### config.mk
export PLATFORM = sky130hd
export DESIGN_NAME = crg_top
export DESIGN_NICKNAME = d
export VERILOG_FILES = /design/src/common/crg_pkg.sv /design/src/reset/reset_sync.sv /design/src/reset/reset_hold_counter.sv /design/src/verilog/pll_cfg_decode.sv /design/src/verilog/crg_top.sv
export SDC_FILE = /design/constraint.sdc
export NUM_CORES = 1
export LEC_CHECK = 0
export BUFFER_PORTS_ARGS = -buffer_cell sky130_fd_sc_hd__buf_2
export CAP_MARGIN = 20
export CORE_ASPECT_RATIO = 2
export CORE_MARGIN = 2
export CORE_UTILIZATION = 38
export DETAILED_ROUTE_END_ITERATION = 10
export MAX_ROUTING_LAYER = met4
export PLACE_DENSITY = 0.65
export SETUP_SLACK_MARGIN = 0.15
export SLEW_MARGIN = 10
export SYNTH_ARGS = -nofsm -noshare
export SYNTH_HDL_FRONTEND = slang
export SYNTH_SLANG_ARGS = --single-unit
### constraint.sdc
create_clock -name sys_clk -period 3.7 [get_ports sys_clk]
set_input_delay 0.37 -clock sys_clk [delete_from_list [all_inputs] [get_ports sys_clk]]
set_output_delay 0.37 -clock sys_clk [all_outputs]
set_load 0.01 [all_outputs]
### src/common/crg_pkg.sv
package crg_pkg;

    // PLL macro control field widths
    localparam int REFDIV_W  = 6;
    localparam int FBDIV_W   = 12;
    localparam int POSTDIV_W = 3;

    // strap pins, device select on top
    typedef struct packed {
        logic [1:0] dev_sel;
        logic [3:0] core_sel;
    } pll_cfg_t;

    // mirrors the PLL macro control pins
    typedef struct packed {
        logic                 bypass;
        logic [REFDIV_W-1:0]  refdiv;
        logic [FBDIV_W-1:0]   fbdiv;
        logic [POSTDIV_W-1:0] postdiv1;
        logic [POSTDIV_W-1:0] postdiv2;
        logic                 pd;
        logic                 dsmpd;
        logic                 foutpostdivpd;
        logic                 foutvcopd;
    } pll_setting_t;

    localparam pll_setting_t PLL_BYPASS_SETTING = '{
        bypass:        1'b1,
        refdiv:        6'd2,
        fbdiv:         12'd20,
        postdiv1:      3'd1,
        postdiv2:      3'd1,
        pd:            1'b0,
        dsmpd:         1'b1,
        foutpostdivpd: 1'b0,
        foutvcopd:     1'b0
    };

    // core PLL, selects 1..CORE_SEL_MAX
    localparam int CORE_SEL_MAX = 8;
    localparam logic [REFDIV_W-1:0]  CORE_REFDIV   = 6'd2;
    localparam int                   CORE_FB_STEP  = 4;
    localparam int                   CORE_FB_BASE  = 4;
    localparam logic [POSTDIV_W-1:0] CORE_POSTDIV1 = 3'd2;
    localparam logic [POSTDIV_W-1:0] CORE_POSTDIV2 = 3'd1;

    // device PLL, select 1
    localparam logic [REFDIV_W-1:0]  DEV1_REFDIV   = 6'd4;
    localparam logic [FBDIV_W-1:0]   DEV1_FBDIV    = 12'd30;
    localparam logic [POSTDIV_W-1:0] DEV1_POSTDIV1 = 3'd5;
    localparam logic [POSTDIV_W-1:0] DEV1_POSTDIV2 = 3'd1;

    // device PLL, select 2
    localparam logic [REFDIV_W-1:0]  DEV2_REFDIV   = 6'd2;
    localparam logic [FBDIV_W-1:0]   DEV2_FBDIV    = 12'd24;
    localparam logic [POSTDIV_W-1:0] DEV2_POSTDIV1 = 3'd3;
    localparam logic [POSTDIV_W-1:0] DEV2_POSTDIV2 = 3'd2;

    // reset sequencing
    localparam int SYNC_STAGES     = 3;
    localparam int RST_CNT_W       = 20;
    localparam int RST_HOLD_CYCLES = 131071;

endpackage

### src/reset/reset_sync.sv
`timescale 1ns/1ps

// async assert, sync release
module reset_sync
    import crg_pkg::*;
(
    input  logic sys_clk,
    input  logic arst_n,
    output logic sync_n
);

    logic [SYNC_STAGES-1:0] stage;

    // shift a one in after release
    always_ff @(posedge sys_clk or negedge arst_n) begin
        if (!arst_n) begin
            stage <= '0;
        end else begin
            stage <= {stage[SYNC_STAGES-2:0], 1'b1};
        end
    end

    assign sync_n = stage[SYNC_STAGES-1];

    // release only ripples through the chain
    a_release_ordered: assert property (
        @(posedge sys_clk) disable iff (!arst_n)
        $rose(sync_n) |-> $past(stage[SYNC_STAGES-2])
    ) else $error("reset_sync: output released ahead of previous stage");

endmodule

### src/reset/reset_hold_counter.sv
`timescale 1ns/1ps

module reset_hold_counter
    import crg_pkg::*;
#(
    parameter int unsigned hold_cycles = RST_HOLD_CYCLES
) (
    input  logic sys_clk,
    input  logic arst_n,
    output logic hold_done
);

    localparam logic [RST_CNT_W-1:0] hold_limit = RST_CNT_W'(hold_cycles);

    logic [RST_CNT_W-1:0] cnt;

    // limit has to fit the counter
    if (hold_cycles >= (64'd1 << RST_CNT_W)) begin : g_bad_hold
        $error("reset_hold_counter: hold_cycles out of counter range");
    end

    // count up and stop at the limit
    always_ff @(posedge sys_clk or negedge arst_n) begin
        if (!arst_n) begin
            cnt <= '0;
        end else if (!hold_done) begin
            cnt <= cnt + 1'b1;
        end
    end

    assign hold_done = (cnt == hold_limit);

    a_cnt_saturates: assert property (
        @(posedge sys_clk) disable iff (!arst_n)
        cnt <= hold_limit
    ) else $error("reset_hold_counter: count %0d past limit %0d", cnt, hold_limit);

endmodule

### src/verilog/pll_cfg_decode.sv
`timescale 1ns/1ps

// strap word to PLL macro settings, purely combinational
module pll_cfg_decode
    import crg_pkg::*;
(
    input  logic         sys_clk,
    input  pll_cfg_t     pll_cfg,
    output pll_setting_t core_pll,
    output pll_setting_t dev_pll
);

    logic [FBDIV_W-1:0] core_fbdiv;
    logic               core_run;

    // a running PLL always has the same control bits
    function automatic pll_setting_t run_setting(
        input logic [REFDIV_W-1:0]  refdiv,
        input logic [FBDIV_W-1:0]   fbdiv,
        input logic [POSTDIV_W-1:0] postdiv1,
        input logic [POSTDIV_W-1:0] postdiv2
    );
        pll_setting_t s;
        s.bypass        = 1'b0;
        s.refdiv        = refdiv;
        s.fbdiv         = fbdiv;
        s.postdiv1      = postdiv1;
        s.postdiv2      = postdiv2;
        s.pd            = 1'b0;
        s.dsmpd         = 1'b1;
        s.foutpostdivpd = 1'b0;
        s.foutvcopd     = 1'b0;
        return s;
    endfunction

    // feedback divider scales with select, 20 at select 1
    assign core_fbdiv = FBDIV_W'(CORE_FB_STEP * (int'(pll_cfg.core_sel) + CORE_FB_BASE));

    // select 0 and anything above the table go to bypass
    assign core_run = (pll_cfg.core_sel != '0) &&
                      (int'(pll_cfg.core_sel) <= CORE_SEL_MAX);

    always_comb begin
        if (core_run) begin
            core_pll = run_setting(CORE_REFDIV, core_fbdiv,
                                   CORE_POSTDIV1, CORE_POSTDIV2);
        end else begin
            core_pll = PLL_BYPASS_SETTING;
        end
    end

    // device PLL, two rates
    always_comb begin
        case (pll_cfg.dev_sel)
            2'd1: begin
                dev_pll = run_setting(DEV1_REFDIV, DEV1_FBDIV,
                                      DEV1_POSTDIV1, DEV1_POSTDIV2);
            end
            2'd2: begin
                dev_pll = run_setting(DEV2_REFDIV, DEV2_FBDIV,
                                      DEV2_POSTDIV1, DEV2_POSTDIV2);
            end
            default: begin
                dev_pll = PLL_BYPASS_SETTING;
            end
        endcase
    end

    // clean straps give clean settings
    a_no_x_out: assert property (
        @(posedge sys_clk)
        !$isunknown(pll_cfg) |-> !$isunknown({core_pll, dev_pll})
    ) else $error("pll_cfg_decode: unknown bits in PLL settings for strap %b", pll_cfg);

endmodule

### src/verilog/crg_top.sv
`timescale 1ns/1ps

// reset chain and PLL strap decode
module crg_top
    import crg_pkg::*;
#(
    parameter int unsigned hold_cycles = RST_HOLD_CYCLES
) (
    input  logic         sys_clk,
    input  logic         rst_gen,
    input  pll_cfg_t     pll_cfg,
    output pll_setting_t core_pll,
    output pll_setting_t dev_pll,
    output logic         rst_core_n
);

    logic rst_sync_n;
    logic hold_done;

    // board reset into the clock domain
    reset_sync sync_gen_inst (
        .sys_clk (sys_clk),
        .arst_n  (rst_gen),
        .sync_n  (rst_sync_n)
    );

    reset_hold_counter #(
        .hold_cycles (hold_cycles)
    ) hold_cnt_inst (
        .sys_clk   (sys_clk),
        .arst_n    (rst_sync_n),
        .hold_done (hold_done)
    );

    // hold_done is a compare output, resync before use
    reset_sync sync_core_inst (
        .sys_clk (sys_clk),
        .arst_n  (hold_done),
        .sync_n  (rst_core_n)
    );

    pll_cfg_decode decode_inst (
        .sys_clk  (sys_clk),
        .pll_cfg  (pll_cfg),
        .core_pll (core_pll),
        .dev_pll  (dev_pll)
    );

endmodule

Yosys cells after proc, flatten, opt, wreduce, memory -nomap -nowiden
Index checks and enable logic that the tools add are counted.
W data, S select, Z words.

cells by class
  magnitude comparators = 1
  add/sub/neg operators = 2
  eq/ne operators = 3
  mux-type cells = 2
  reductions and logical operators = 2

operator list
  cell                     number
  $pmux W29 S2             1
  $mux W29                 1
  $add A20 B1 Y20 const B  1
  $eq A20 B17 Y1 const B   1
  $add A4 B3 Y5 const B    1
  $le A4 B4 Y1 const B     1
  $reduce_bool A4 Y1       1
  $eq A2 B1 Y1 const B     1
  $eq A2 B2 Y1 const B     1
  $logic_and A1 B1 Y1      1

storage, ports and cells
  input bits = 8
  bits in registers = 26
  output and inout bits = 59

Depth between registers and ports, before layout
  depth after elaboration = 3
  mapped depth = 6
  mapped depth without buffers = 5

Modules after synthesis
Synthesis repeated with hierarchy kept, for this count alone.

unflattened totals
  cells, all modules = 178
  area, all modules = 1,732.9 µm²

by module, submodules not included
  module              sequential area each (µm²)  area an instance (µm²)  cells an instance  times used
  reset_hold_counter  500.5                       1,013.5                 94                 1
  pll_cfg_decode      0.0                         561.8                   76                 1
  reset_sync          75.1                        78.8                    4                  2

Worst setup path before layout
OpenSTA, ideal clock, no wires.

  path type = register -> register
  start = register hold_cnt_inst.cnt[19]
  end = register hold_cnt_inst.cnt[1]
  arrival time = 1,598 ps
  slack = 1,977 ps
  cell stages (with the launch flop) = 5
  required time = 3,575 ps
  buffers on the path = 0
  clock period less this slack = 1,723 ps
  setup time = 125 ps
  cell sequence = dfrtp_1 or4b_4 nor3_4 nand2_4 mux2_4

on the way
  cells in the longest elaborated chain, start to end = 1

RTL lines
  element                   RTL line                  text
  start: declaration        reset_hold_counter.sv:15  logic [RST_CNT_W-1:0] cnt;
  start signal: assignment  reset_hold_counter.sv:27  cnt <= cnt + 1'b1;
  $eq A20 B17 Y1            reset_hold_counter.sv:31  assign hold_done = (cnt == hold_limit);

No other way between the ends.
A chain may end at the register's enable or synchronous reset.

Final worst setup path
Same ends and word-level chain as after synthesis.

==> impl_metrics.tcl <==
set metrics [dict create \
    cp-end-kind "flip-flop" \
    crit_buf_inv 0 \
    synth-xor-area-share 0.0633 \
    wirelength_mm 2.32 \
    dieHeight_um 97.5 \
    antennaDiodeCount 0 \
    netlist_instances 170 \
    dieArea_um2 4950 \
    yosysUniqueCellTypes 31 \
    wl_per_cell_um 9.31 \
    critPathArrivalTime_ns 1.99 \
    worst_pin_slew_ns 0.778 \
    insertion_delay_ns 0.27 \
    synth_fa_ha_area_frac 0.0678 \
    final_cells 249 \
    grt_overflow_total 0 \
    worstSetupPathType "reg -> reg" \
    status "finished clean" \
    grt_pass1_wl_mm 3.87 \
    pwr-share-seq 0.554 \
    yosysSeqAreaShare 0.392 \
    synth_top_family_by_area "buffers and inverters" \
    vias 1030 \
    final_area_um2 1730 \
    io_buffer_count 26 \
    gp_congestion 0.756 \
    drt_iter0_drc 11 \
    area_growth_syn_to_layout_pct 4.07 \
    irDropWorstVdd_mv 0.230 \
    cts_root_buf "clkbuf_8" \
    slew_headroom 0.481 \
    powerDensity_nw_per_um2 305 \
    hp-class "reg -> async" \
    period_minus_slack_ns 1.83 \
    cpPeakStageDelay_ns 0.60 \
    path_clk_slew_ns 0.08 \
    crit_path_start_kind "flip-flop" \
    slew_violations 0 \
    ys_ff_latch 26 \
    htreeDepth 1 \
    final_util 0.406 \
    core-area_um2 4250 \
    hold_viol_final 0 \
    grt_pass1_vias 949 \
    setup_viol 0 \
    power_frac_comb 0.105 \
    max_freq_mhz 546 \
    first_pass_iters 4 \
    grt.total_usage 0.102 \
    cts_sinks 26 \
    drc 0 \
    cts.path.max_buffers 2 \
    skew_ns 0.00186 \
    tns_ns 0 \
    drive_above_1_share 0.190 \
    synthMuxAreaShare 0.0158 \
    place_area_um2 1660 \
    numCtsBuffers 3 \
    maxCapViolCount 0 \
    critPathMaxFanout 6 \
    place_inst 244 \
    worstPathCellList "or4b_4 > nor3_4 > nand2_4 > mux2_4" \
    worstPathRequired_ns 3.86 \
    swShare 0.243 \
    fillers 441 \
    synth_compound_area_frac 0.0444 \
    row_count 34 \
    io_pins 67 \
    cts_tree "yes" \
    hpwl_mm 1.88 \
    ant_nets 0 \
    yosysWarnings 0 \
    p_int_mw 0.399 \
    rsz0062_at_grt "no" \
    grt_max_degree 21 \
    start_util 0.391 \
    synth_simple_gate_area_frac 0.175 \
    slowest_stage "or4b_4" \
    routed_via_density 4.14 \
    crit_family "simple AND/OR/NAND/NOR gates" \
    switchingPower_mw 0.128 \
    antenna_found_initial 0 \
    syn_avg_cell_area_um2 9.77 \
    syn_area_um2 1660 \
    total_leakage_power_nw 0.989 \
    clkPwrFrac 0.341 \
    nets 213 \
    period_share 0.495 \
    dieWidth_um 50.8 \
]
-- final timing paths --
| kind | start | endpoint | slack, ns | cells after the start |
|---|---|---|---|---|
| max | hold_cnt_inst.cnt[19]$_DFFE_PN0P_ | hold_cnt_inst.cnt[1]$_DFFE_PN0P_ | 1.87 | 4 |
| max reg2reg | hold_cnt_inst.cnt[19]$_DFFE_PN0P_ | hold_cnt_inst.cnt[1]$_DFFE_PN0P_ | 1.87 | 4 |
| min in group sys_clk | sync_gen_inst.stage[1]$_DFF_PN0_ | sync_gen_inst.stage[2]$_DFF_PN0_ | 0.36 | 0 |
| min reg2reg | sync_gen_inst.stage[2]$_DFF_PN0_ | hold_cnt_inst.cnt[15]$_DFFE_PN0P_ | 0.33 | 0 |
| max in group asynchronous | hold_cnt_inst.cnt[19]$_DFFE_PN0P_ | sync_core_inst.stage[0]$_DFF_PP0_ | 2.38 | 4 |
| min | sync_gen_inst.stage[2]$_DFF_PN0_ | hold_cnt_inst.cnt[15]$_DFFE_PN0P_ | 0.33 | 0 |
-- registers in the layout, indices dropped and copies added (netlist names) --
register / cells
sync_gen_inst.stage: 3
sync_core_inst.stage: 3
hold_cnt_inst.cnt: 20
-- power by group through the flow --
stage	Combinational [mW]	Sequential [mW]	Clock, mW
after global placement	0.0532	0.298	0
after floorplan	0.0715	0.297	0
after detailed placement	0.0542	0.298	0
after CTS	0.0551	0.292	0.186
after global routing	0.0620	0.293	0.199
final	0.0552	0.292	0.180
-- cells in the final DEF, fill, tap and decap left out, types with 5 or more instances in the layout --
cell type / netlist / final
conb_1: 2 / 42
dfrtp_1: 26 / 26
buf_2: 0 / 26
inv_1: 13 / 13
nor2_1: 10 / 10
ha_1: 9 / 9
xor2_1: 8 / 8
nand4_1: 7 / 7
a21oi_1: 6 / 6
nand2_1: 5 / 5
-- timing repair --
item,4_1_cts,5_1_grt
setup buffers,0,0
gates resized for setup,0,0
hold endpoints to repair,3,0
hold buffers,1,0
-- Yosys cell counts --
| library cell | n | area share |
|---|---|---|
| nand3_1 | 4 | 0.012 |
| o21ai_0 | 1 | 0.0030 |
| nand2_1 | 5 | 0.011 |
| mux2_4 | 1 | 0.0090 |
| conb_1 | 2 | 0.0045 |
| xor2_1 | 8 | 0.042 |
| a41o_2 | 1 | 0.0068 |
| or2_1 | 1 | 0.0038 |
| nand4_1 | 7 | 0.026 |
| nand2b_1 | 2 | 0.0075 |
| dfrtp_1 | 26 | 0.39 |
| or4b_4 | 1 | 0.0083 |
| xnor2_1 | 4 | 0.021 |
| nand2_4 | 1 | 0.0068 |
| ha_1 | 9 | 0.068 |
| inv_1 | 13 | 0.029 |
| mux2_2 | 1 | 0.0068 |
| nor2_1 | 10 | 0.023 |
| nor4_1 | 4 | 0.015 |
| and2_1 | 4 | 0.015 |
| and3_1 | 1 | 0.0038 |
| a21oi_1 | 6 | 0.018 |
| a22oi_1 | 1 | 0.0045 |
| nor3_4 | 1 | 0.0098 |
| nor3b_1 | 1 | 0.0045 |
| a211oi_1 | 1 | 0.0045 |
| nor3_1 | 4 | 0.012 |
| nor2b_1 | 1 | 0.0038 |
| nor4_4 | 1 | 0.013 |
| a31oi_1 | 2 | 0.0075 |
| buf_4 | 46 | 0.21 |
-- routing by layer --
| metal | share of wire | vias up | global-route usage |
|---|---|---|---|
| li1 | - | 521 | - |
| met1 | 0.42 | 492 | 0.119 |
| met2 | 0.53 | 13 | 0.159 |
| met3 | 0.022 | 4 | 0.0200 |
| met4 | 0.022 | 0 | 0.0603 |
| met5 | 0 | - | - |
-- layout make-up --
cell class | count | area (µm²) | area share
Clock buffer | 4 | 55.1 | 0.0318
Inverter | 13 | 48.8 | 0.0282
Timing Repair Buffer | 27 | 140 | 0.0810
Sequential cell | 26 | 651 | 0.376
Tap cell | 54 | 67.6 | 0.0391
Multi-Input combinational cell | 125 | 767 | 0.444
-- stage by stage --
| step | worst slack (ns) | hold slack (ns) | total power [mW] |
|---|---|---|---|
| 2_1_floorplan | 1.98 | 0.0744 | 0.368 |
| 3_3_place_gp | 1.91 | 0.167 | 0.351 |
| 3_5_place_dp | 1.88 | 0.168 | 0.352 |
| 4_1_cts | 1.86 | 0.360 | 0.533 |
| 5_1_grt | 1.76 | 0.373 | 0.554 |
| 6_report | 1.87 | 0.328 | 0.527 |
-- cell families after synthesis --
kind of cell	Yosys count
buffers and inverters	59
AND/OR/NAND/NOR	48
flip-flops	26
AO/OA/AOI/OAI	12
XOR/XNOR	12
adder cells (fa/ha/maj)	9
other	2
multiplexers	2
No activity file was read; power rests on OpenSTA's default activity.
